File: config.mk
export PLATFORM = sky130hd
export DESIGN_NAME = executeStage
export DESIGN_NICKNAME = d
export VERILOG_FILES = /design/src/armPkg.sv /design/src/executeStage.sv /design/src/flagUnit.sv /design/src/alu.sv /design/src/shifter.sv
export SDC_FILE = /design/constraint.sdc
export NUM_CORES = 1
export LEC_CHECK = 0
export ABC_AREA = 1
export BUFFER_PORTS_ARGS = -buffer_cell sky130_fd_sc_hd__buf_2
export CELL_PAD_IN_SITES_DETAIL_PLACEMENT = 1
export CELL_PAD_IN_SITES_GLOBAL_PLACEMENT = 1
export CORE_UTILIZATION = 36
export DETAILED_ROUTE_END_ITERATION = 8
export PLACE_DENSITY_LB_ADDON = 0.1
export SYNTH_ARGS = -nofsm -noshare
export SYNTH_HDL_FRONTEND = slang
export SYNTH_SLANG_ARGS = --single-unit
File: constraint.sdc
create_clock -name clk -period 6.3 [get_ports clk]
set_clock_uncertainty 0.2 [all_clocks]
set_input_delay 1.26 -clock clk [delete_from_list [all_inputs] [get_ports clk]]
set_output_delay 1.26 -clock clk [all_outputs]
set_load 0.005 [all_outputs]
File: src/armPkg.sv
package armPkg;

  typedef enum logic [3:0] {
    OpAnd = 4'h0,
    OpEor = 4'h1,
    OpSub = 4'h2,
    OpRsb = 4'h3,
    OpAdd = 4'h4,
    OpAdc = 4'h5,
    OpSbc = 4'h6,
    OpRsc = 4'h7,
    OpTst = 4'h8,
    OpTeq = 4'h9,
    OpCmp = 4'ha,
    OpCmn = 4'hb,
    OpOrr = 4'hc,
    OpMov = 4'hd,
    OpBic = 4'he,
    OpMvn = 4'hf
  } aluOpT;

  typedef enum logic [1:0] {
    ShLsl = 2'b00,
    ShLsr = 2'b01,
    ShAsr = 2'b10,
    ShRor = 2'b11  // RRX when immediate amount is zero
  } shiftOpT;

  typedef enum logic [3:0] {
    CondEq = 4'h0,
    CondNe = 4'h1,
    CondCs = 4'h2,
    CondCc = 4'h3,
    CondMi = 4'h4,
    CondPl = 4'h5,
    CondVs = 4'h6,
    CondVc = 4'h7,
    CondHi = 4'h8,
    CondLs = 4'h9,
    CondGe = 4'ha,
    CondLt = 4'hb,
    CondGt = 4'hc,
    CondLe = 4'hd,
    CondAl = 4'he,
    CondNv = 4'hf
  } condT;

  typedef struct packed {
    logic n;
    logic z;
    logic c;
    logic v;
  } flagsT;

  typedef struct packed {
    aluOpT       aluOp;
    condT        cond;
    logic        setFlags;
    logic        writesReg;  // Low for TST, TEQ, CMP, CMN
    logic        isRtype;    // Rm shifted by immediate
    logic        isRSRtype;  // Rm shifted by Rs
    shiftOpT     shiftOp;
    logic [4:0]  shiftImm;   // Instr[11:7]
  } execCtrlT;

  localparam flagsT flagsResetC = '0;

endpackage
File: src/executeStage.sv
`timescale 1ns/1ps

module executeStage #(
  parameter armPkg::flagsT FlagsReset = armPkg::flagsResetC
) (
  input  logic             clk,
  input  logic             rstN,
  input  logic             validE,
  input  armPkg::execCtrlT ctrlE,
  input  logic [31:0]      rnE,
  input  logic [31:0]      rmE,
  input  logic [31:0]      rsE,
  output logic [31:0]      resultM,
  output logic             validM,
  output logic             regWriteM,
  output armPkg::flagsT    flags
);

  import armPkg::*;

  logic [31:0] shiftedE;
  logic        shifterCarryE;
  logic        condPassE;
  logic        flagWriteE;
  flagsT       newFlagsE;

  shifter uShifter (
    .ctrl         (ctrlE),
    .rm           (rmE),
    .rs           (rsE),
    .carryIn      (flags.c),
    .shifted      (shiftedE),
    .shifterCarry (shifterCarryE)
  );

  alu uAlu (
    .clk          (clk),
    .rstN         (rstN),
    .validE       (validE),
    .ctrl         (ctrlE),
    .rn           (rnE),
    .op2          (shiftedE),
    .shifterCarry (shifterCarryE),
    .flagsIn      (flags),
    .condPass     (condPassE),
    .newFlags     (newFlagsE),
    .flagWrite    (flagWriteE),
    .resultM      (resultM),
    .validM       (validM),
    .regWriteM    (regWriteM)
  );

  flagUnit #(
    .FlagsReset (FlagsReset)
  ) uFlagUnit (
    .clk       (clk),
    .rstN      (rstN),
    .cond      (ctrlE.cond),
    .flagWrite (flagWriteE),
    .newFlags  (newFlagsE),
    .flags     (flags),
    .condPass  (condPassE)
  );

endmodule

File: src/flagUnit.sv
`timescale 1ns/1ps

module flagUnit #(
  parameter armPkg::flagsT FlagsReset = armPkg::flagsResetC
) (
  input  logic          clk,
  input  logic          rstN,
  input  armPkg::condT  cond,
  input  logic          flagWrite,
  input  armPkg::flagsT newFlags,
  output armPkg::flagsT flags,
  output logic          condPass
);

  import armPkg::*;

  always_ff @(posedge clk) begin
    if (!rstN) begin
      flags <= FlagsReset;
    end else if (flagWrite) begin
      flags <= newFlags;
    end
  end

  // Checked against the registered flags, so a write lands for the next issue
  always_comb begin
    case (cond)
      CondEq: condPass = flags.z;
      CondNe: condPass = !flags.z;
      CondCs: condPass = flags.c;
      CondCc: condPass = !flags.c;
      CondMi: condPass = flags.n;
      CondPl: condPass = !flags.n;
      CondVs: condPass = flags.v;
      CondVc: condPass = !flags.v;
      CondHi: condPass = flags.c && !flags.z;
      CondLs: condPass = !flags.c || flags.z;
      CondGe: condPass = (flags.n == flags.v);
      CondLt: condPass = (flags.n != flags.v);
      CondGt: condPass = !flags.z && (flags.n == flags.v);
      CondLe: condPass = flags.z || (flags.n != flags.v);
      CondAl: condPass = 1'b1;
      CondNv: condPass = 1'b0;  // Never
    endcase
  end

endmodule

File: src/alu.sv
`timescale 1ns/1ps

module alu (
  input  logic             clk,
  input  logic             rstN,
  input  logic             validE,
  input  armPkg::execCtrlT ctrl,
  input  logic [31:0]      rn,
  input  logic [31:0]      op2,
  input  logic             shifterCarry,
  input  armPkg::flagsT    flagsIn,
  input  logic             condPass,
  output armPkg::flagsT    newFlags,
  output logic             flagWrite,
  output logic [31:0]      resultM,
  output logic             validM,
  output logic             regWriteM
);

  import armPkg::*;

  logic [31:0] addA;
  logic [31:0] addB;
  logic        addCin;
  logic        isArith;
  logic [32:0] sum;
  logic        overflow;
  logic [31:0] result;

  // Operand steering so a single adder covers every arithmetic opcode
  always_comb begin
    addA    = rn;
    addB    = op2;
    addCin  = 1'b0;
    isArith = 1'b1;
    case (ctrl.aluOp)
      OpSub, OpCmp: begin
        addB   = ~op2;
        addCin = 1'b1;
      end
      OpRsb: begin
        addA   = op2;
        addB   = ~rn;
        addCin = 1'b1;
      end
      OpAdd, OpCmn: addCin = 1'b0;
      OpAdc: addCin = flagsIn.c;
      OpSbc: begin
        addB   = ~op2;
        addCin = flagsIn.c;  // Borrow is not C
      end
      OpRsc: begin
        addA   = op2;
        addB   = ~rn;
        addCin = flagsIn.c;
      end
      default: isArith = 1'b0;
    endcase
  end

  assign sum      = {1'b0, addA} + {1'b0, addB} + {32'd0, addCin};
  assign overflow = (addA[31] == addB[31]) && (sum[31] != addA[31]);

  always_comb begin
    case (ctrl.aluOp)
      OpAnd, OpTst: result = rn & op2;
      OpEor, OpTeq: result = rn ^ op2;
      OpOrr:        result = rn | op2;
      OpMov:        result = op2;
      OpBic:        result = rn & ~op2;
      OpMvn:        result = ~op2;
      default:      result = sum[31:0];
    endcase
  end

  assign newFlags.n = result[31];
  assign newFlags.z = (result == 32'd0);
  assign newFlags.c = isArith ? sum[32] : shifterCarry;
  assign newFlags.v = isArith ? overflow : flagsIn.v;  // Logical ops keep V

  assign flagWrite = validE & condPass & ctrl.setFlags;

  always_ff @(posedge clk) begin
    if (!rstN) begin
      resultM   <= '0;
      validM    <= 1'b0;
      regWriteM <= 1'b0;
    end else begin
      resultM   <= result;
      validM    <= validE;
      regWriteM <= validE & condPass & ctrl.writesReg;
    end
  end

endmodule

File: src/shifter.sv
`timescale 1ns/1ps

module shifter (
  input  armPkg::execCtrlT ctrl,
  input  logic [31:0]      rm,
  input  logic [31:0]      rs,
  input  logic             carryIn,
  output logic [31:0]      shifted,
  output logic             shifterCarry
);

  import armPkg::*;

  logic [7:0]  rsByte;
  logic [5:0]  amt;       // Effective amount, up to 32
  logic        passThru;
  logic        bigAmt;    // Register amount above 32
  logic        rrx;
  logic [32:0] lslWide;   // Carry in bit 32
  logic [32:0] lsrWide;   // Carry in bit 0
  logic [32:0] asrWide;   // Carry in bit 0
  logic [63:0] rorWide;

  assign rsByte = rs[7:0];

  // Work out the amount and the special cases for both operand forms
  always_comb begin
    amt      = '0;
    passThru = 1'b1;
    bigAmt   = 1'b0;
    rrx      = 1'b0;
    if (ctrl.isRtype) begin
      passThru = 1'b0;
      if (ctrl.shiftImm != 5'd0) begin
        amt = {1'b0, ctrl.shiftImm};
      end else begin
        case (ctrl.shiftOp)
          ShLsl: passThru = 1'b1;  // LSL #0 keeps value and carry
          ShLsr: amt = 6'd32;      // LSR #0 means #32
          ShAsr: amt = 6'd32;
          ShRor: rrx = 1'b1;
        endcase
      end
    end else if (ctrl.isRSRtype) begin
      if (rsByte != 8'd0) begin
        passThru = 1'b0;
        if (ctrl.shiftOp == ShRor) begin
          amt = {1'b0, rsByte[4:0]};  // Rotate modulo 32
        end else if (rsByte > 8'd32) begin
          bigAmt = 1'b1;
          amt    = 6'd32;
        end else begin
          amt = rsByte[5:0];
        end
      end
    end
  end

  // Extra bit beside the data catches the last bit shifted out
  assign lslWide = {1'b0, rm} << amt;
  assign lsrWide = {rm, 1'b0} >> amt;
  assign asrWide = $signed({rm, 1'b0}) >>> amt;
  assign rorWide = {rm, rm} >> amt[4:0];

  always_comb begin
    shifted      = rm;
    shifterCarry = carryIn;
    if (rrx) begin
      shifted      = {carryIn, rm[31:1]};
      shifterCarry = rm[0];
    end else if (!passThru) begin
      case (ctrl.shiftOp)
        ShLsl: begin
          if (bigAmt) begin
            shifted      = '0;
            shifterCarry = 1'b0;
          end else begin
            shifted      = lslWide[31:0];
            shifterCarry = lslWide[32];
          end
        end
        ShLsr: begin
          if (bigAmt) begin
            shifted      = '0;
            shifterCarry = 1'b0;
          end else begin
            shifted      = lsrWide[32:1];
            shifterCarry = lsrWide[0];
          end
        end
        ShAsr: begin
          shifted      = asrWide[32:1];  // Amounts past 32 act as 32
          shifterCarry = asrWide[0];
        end
        ShRor: begin
          shifted      = rorWide[31:0];
          shifterCarry = rorWide[31];    // Bit 31 also for multiples of 32
        end
      endcase
    end
  end

endmodule

==> impl_table.tex <==
\begin{tabular}{lr}
\hline
Metric & Value \\
\hline
\multicolumn{2}{l}{\textbf{Status}} \\
Status & complete, but fails checks \\
Failing checks & setup timing \\
\multicolumn{2}{l}{\textbf{Route}} \\
Vias post-DR & 20500 \\
Wire length per cell & roughly 23 um \\
Number of detailed-routing iterations run before antenna repair & 5 \\
DRC violations left & 0 \\
Final routed wirelength across all metal layers & 78200 um \\
Post-DRT Antenna Nets & 0 \\
Via density per instance & 5.98 \\
Number of DRC markers after the initial detailed-route iteration & 1982 \\
\multicolumn{2}{l}{\textbf{Global routing}} \\
Wire length of the first global-routing pass & 115000 um \\
Maximum number of pins on one net before global-route repair & 46 \\
Antenna violations before repair & 3 \\
Overall Global Routing Usage & 42.1\% \\
Total grt overflow & 0 \\
Via count of the first global-routing pass & 20200 \\
\multicolumn{2}{l}{\textbf{Synth}} \\
Gate count after technology mapping & 2392 \\
Async set-reset flop share out of synthesis & 0\% \\
Synthesis Warnings & 0 \\
Simple-gate area share of the yosys netlist & 54.8\% \\
Portion of netlist area occupied by mux cells & 0\% \\
Mean area per synthesized cell & 5.13 um\^{}2 \\
Share of the synthesized netlist area taken by xor and xnor gates & 0.999\% \\
Flop and latch count out of synthesis & 38 \\
Synthesized net count & 2580 \\
Number of distinct library cells after synthesis & 55 \\
Synthesized-area fraction occupied by ao, oa, aoi and oai cells & 19.2\% \\
Share of synthesized area occupied by flip-flops and latches & 6.20\% \\
Post-synthesis instance area & 0.0123 mm\^{}2 \\
Flip-flop cell with the highest count after synthesis & sky130\_fd\_sc\_hd\_\_dfxtp\_1 \\
Synth Area in Adders & around 7.3\% \\
Dominant combinational cell family by area after synthesis & simple AND/OR/NAND/NOR gates \\
Number of enable-type register cells in the synthesized netlist & 0 \\
\multicolumn{2}{l}{\textbf{Power and ir drop}} \\
Worst ir drop on vdd & 147 uV \\
Power per cell area & 175 mW/mm\^{}2 \\
Leakage Power & 9.81 nW \\
\multicolumn{2}{l}{\textbf{Setup path}} \\
Worst path required time & 6.32 ns \\
Reg-to-reg startpoint & uFlagUnit.flags[1] \\
Largest stage delay on the critical path & 0.37 ns \\
Number of cell instances on the worst register-to-register path & 25 \\
Max Fanout on Critical Path & 6 \\
Reg2Reg Capture Point & uFlagUnit.flags[2] \\
Worst R2R Setup Slack & around 1.4 ns \\
Worst EP arrival & 7.10 ns \\
Type of the worst setup path & in2reg \\
Sort of element at the start of the critical path & primary input \\
Kind of end point of the critical path & register \\
Slowest cell on the critical path & sky130\_fd\_sc\_hd\_\_ha\_1 \\
\multicolumn{2}{l}{\textbf{Placed design}} \\
Routability Congestion & 1.01 \\
Placed Instances & between 3000 and 4000 \\
Cell area after placement & 0.0171 mm\^{}2 \\
Number of port buffers & 131 \\
Sum of net half-perimeters after detailed placement & 58700 um \\
Post-Place Setup Slack & -1.21 ns \\
\multicolumn{2}{l}{\textbf{CTS}} \\
Clock sinks & 38 \\
Quantity of hold-fixing buffers added after cts & 0 \\
Root buffer cell & sky130\_fd\_sc\_hd\_\_clkbuf\_16 \\
Number of clock buffers inserted by TritonCTS & 5 \\
Count of H-tree levels built during CTS & 2 \\
Clock-pin slew on the worst setup and hold paths & 0.06 ns \\
Clk buf depth & 2 \\
Clock tree from TritonCTS & built \\
Worst-skew pair later-pin latency & 0.30 ns \\
\multicolumn{2}{l}{\textbf{Floorplan}} \\
Y dimension of the die & 187 um \\
Total number of placement rows & 67 \\
Top Ports & 156 \\
Starting utilization of the core area & a little over a third \\
Die boundary width & 187 um \\
Die outline area & 0.0348 mm\^{}2 \\
Core outline area & 0.0335 mm\^{}2 \\
\multicolumn{2}{l}{\textbf{STA}} \\
Pins over their slew limit & 0 \\
Final count of negative-setup-slack endpoints & 20 \\
PnR worst setup slack & -0.780 ns \\
Highest clock frequency the design can meet & 141 MHz \\
Final Cycle Share & 112\% \\
Count of endpoints failing hold in the final timing report & 0 \\
Final worst path period need & roughly 7 ns \\
Slew HR & 20.3\% \\
Pin slew with the least headroom to its limit & 1.19 ns \\
Setup repair after global routing missed its margin & true \\
Accumulated negative setup slack & -4.17 ns \\
\multicolumn{2}{l}{\textbf{Cells and area}} \\
Post-layout nets & 3165 \\
Fraction of final layout cells sized beyond drive strength 1 & 33.8\% \\
Commonest cells after routing, fill and taps aside & sky130\_fd\_sc\_hd\_\_nand2\_1, sky130\_fd\_sc\_hd\_\_buf\_4, sky130\_fd\_sc\_hd\_\_nand3\_1, sky130\_fd\_sc\_hd\_\_o21ai\_0, sky130\_fd\_sc\_hd\_\_inv\_1 \\
Commonest non-fill, non-tap cell in the layout & sky130\_fd\_sc\_hd\_\_nand2\_1 \\
Post-route design area & approximately 0.019 mm\^{}2 \\
Post-Layout Cell Count & $\sim$3400 \\
Growth of design area from synthesis to finish & 51.0\% \\
\multicolumn{2}{l}{\textbf{Min path}} \\
Endpoint of the worst hold-timing path & uFlagUnit.flags[0] \\
Min-Delay Startpoint & uFlagUnit.flags[0] \\
Hold depth & 2 \\
Kind of path behind the tightest hold check & reg2reg \\
\multicolumn{2}{l}{\textbf{Flow run}} \\
Maxcap violations & 0 \\
\hline
\end{tabular}
where the power goes:
part	total, mW	switching (mW)	internal [mW]	leakage [nW]
registers	0.291	0.0121	0.279	0.315
logic	2.69	1.57	1.13	9.42
clock network	0.258	0.115	0.143	0.0694
total	3.24	1.70	1.55	9.81
cell usage after synthesis (2+ instances only):
cell type	n	area [um^2]
sky130_fd_sc_hd__a211oi_1	15	113
sky130_fd_sc_hd__a21o_1	2	15.0
sky130_fd_sc_hd__a21oi_1	132	661
sky130_fd_sc_hd__a22oi_1	15	113
sky130_fd_sc_hd__a31oi_1	9	56.3
sky130_fd_sc_hd__buf_1	9	33.8
sky130_fd_sc_hd__buf_2	34	170
sky130_fd_sc_hd__buf_4	8	60.1
sky130_fd_sc_hd__buf_6	14	158
sky130_fd_sc_hd__clkbuf_1	68	255
sky130_fd_sc_hd__dfxtp_1	38	761
sky130_fd_sc_hd__fa_1	2	40.0
sky130_fd_sc_hd__ha_1	68	851
sky130_fd_sc_hd__inv_1	179	672
sky130_fd_sc_hd__inv_2	9	33.8
sky130_fd_sc_hd__nand2_1	771	2890
sky130_fd_sc_hd__nand2_2	28	175
sky130_fd_sc_hd__nand2_4	3	33.8
sky130_fd_sc_hd__nand3_1	508	2540
sky130_fd_sc_hd__nand3_2	21	210
sky130_fd_sc_hd__nand3b_1	6	45.0
sky130_fd_sc_hd__nand4_1	12	75.1
sky130_fd_sc_hd__nor2_1	133	499
sky130_fd_sc_hd__nor2_2	5	31.3
sky130_fd_sc_hd__nor2_4	4	45.0
sky130_fd_sc_hd__nor3_1	6	30.0
sky130_fd_sc_hd__o211ai_1	6	45.0
sky130_fd_sc_hd__o21a_1	3	22.5
sky130_fd_sc_hd__o21ai_0	210	1050
sky130_fd_sc_hd__o21ai_1	18	90.1
sky130_fd_sc_hd__o21ai_2	2	17.5
sky130_fd_sc_hd__o21bai_1	4	30.0
sky130_fd_sc_hd__o221ai_1	3	26.3
sky130_fd_sc_hd__o31ai_1	2	15.0
sky130_fd_sc_hd__or2_2	13	81.3
sky130_fd_sc_hd__xnor2_1	8	70.1
sky130_fd_sc_hd__xor2_1	6	52.6
logic make-up (layout without fill, tap and decap cells):
family	after synthesis	in the layout
adders and majority gates	70	70
buffers and inverters	324	906
other	0	2
and+or+nand+nor	1514	1517
xor gates and xnor gates	14	14
DFF	38	38
AOI/OAI and AO/OA	432	432
metal layers:
metal / GRT usage, % / vias to the layer above / wire, um
met1: 54.9 / 9911 / 31800
met4: 18.5 / 2 / 4090
li1: - / 9203 / -
met3: 7.49 / 285 / 7510
met2: 67.4 / 1097 / 34800
met5: 0 / - / 11
registers in the layout, summed over array words and instances (netlist names):
register / count
uFlagUnit.flags: 4
uAlu.validM: 1
uAlu.resultM: 32
uAlu.regWriteM: 1
worst max-delay path: cells and delay by family:
kind	cells	cell delay [ns]
and+or+nand+nor	33	3.55
AOI/OAI and AO/OA	6	1.06
buffers and inverters	5	0.66
adders and majority gates	1	0.37
xor gates and xnor gates	1	0.15
stage by stage:
step / utilization (%) / hold slack (ns) / total power, mW
final: 55.2 / 0.367 / 3.24
after global placement: 50.9 / 0.330 / 2.52
after floorplan: - / 0.297 / 1.46
after CTS: 53.7 / 0.355 / 3.00
after detailed placement: 50.9 / 0.345 / 2.62
after global routing: 55.2 / 0.392 / 3.44
area by class of cell:
type,count,area (um^2)
Antenna cell,2,5.00
Clock buffer,5,125
Clock inverter,2,10.0
Fill cell,4895,15000
Inverter,189,723
Multi-Input combinational cell,2033,11100
Sequential cell,38,761
Tap cell,448,561
Timing Repair Buffer,710,5280
worst max-delay path by stage:
stage                     startpoint                  to  slack [ns]  depth (start not counted)
final                         rsE[7]  uFlagUnit.flags[2]       -0.78                         46
after global routing          rsE[7]  uFlagUnit.flags[2]       -1.14                         46
after CTS                     rsE[3]  uFlagUnit.flags[2]       -0.43                         50
after detailed placement    ctrlE[5]  uFlagUnit.flags[2]       -1.21                         51
after global placement      ctrlE[5]  uFlagUnit.flags[2]       -0.96                         43
after floorplan             ctrlE[5]  uFlagUnit.flags[2]       0.003                         44
timing repair:
item / CTS / global route
cloned: 5 / 1
pin swaps: 35 / 46
buffers inserted: 22 / 14
resized for setup: 152 / 114
endpoints found under the setup margin: 23 / 26
No activity file was read; power rests on OpenSTA's default activity.
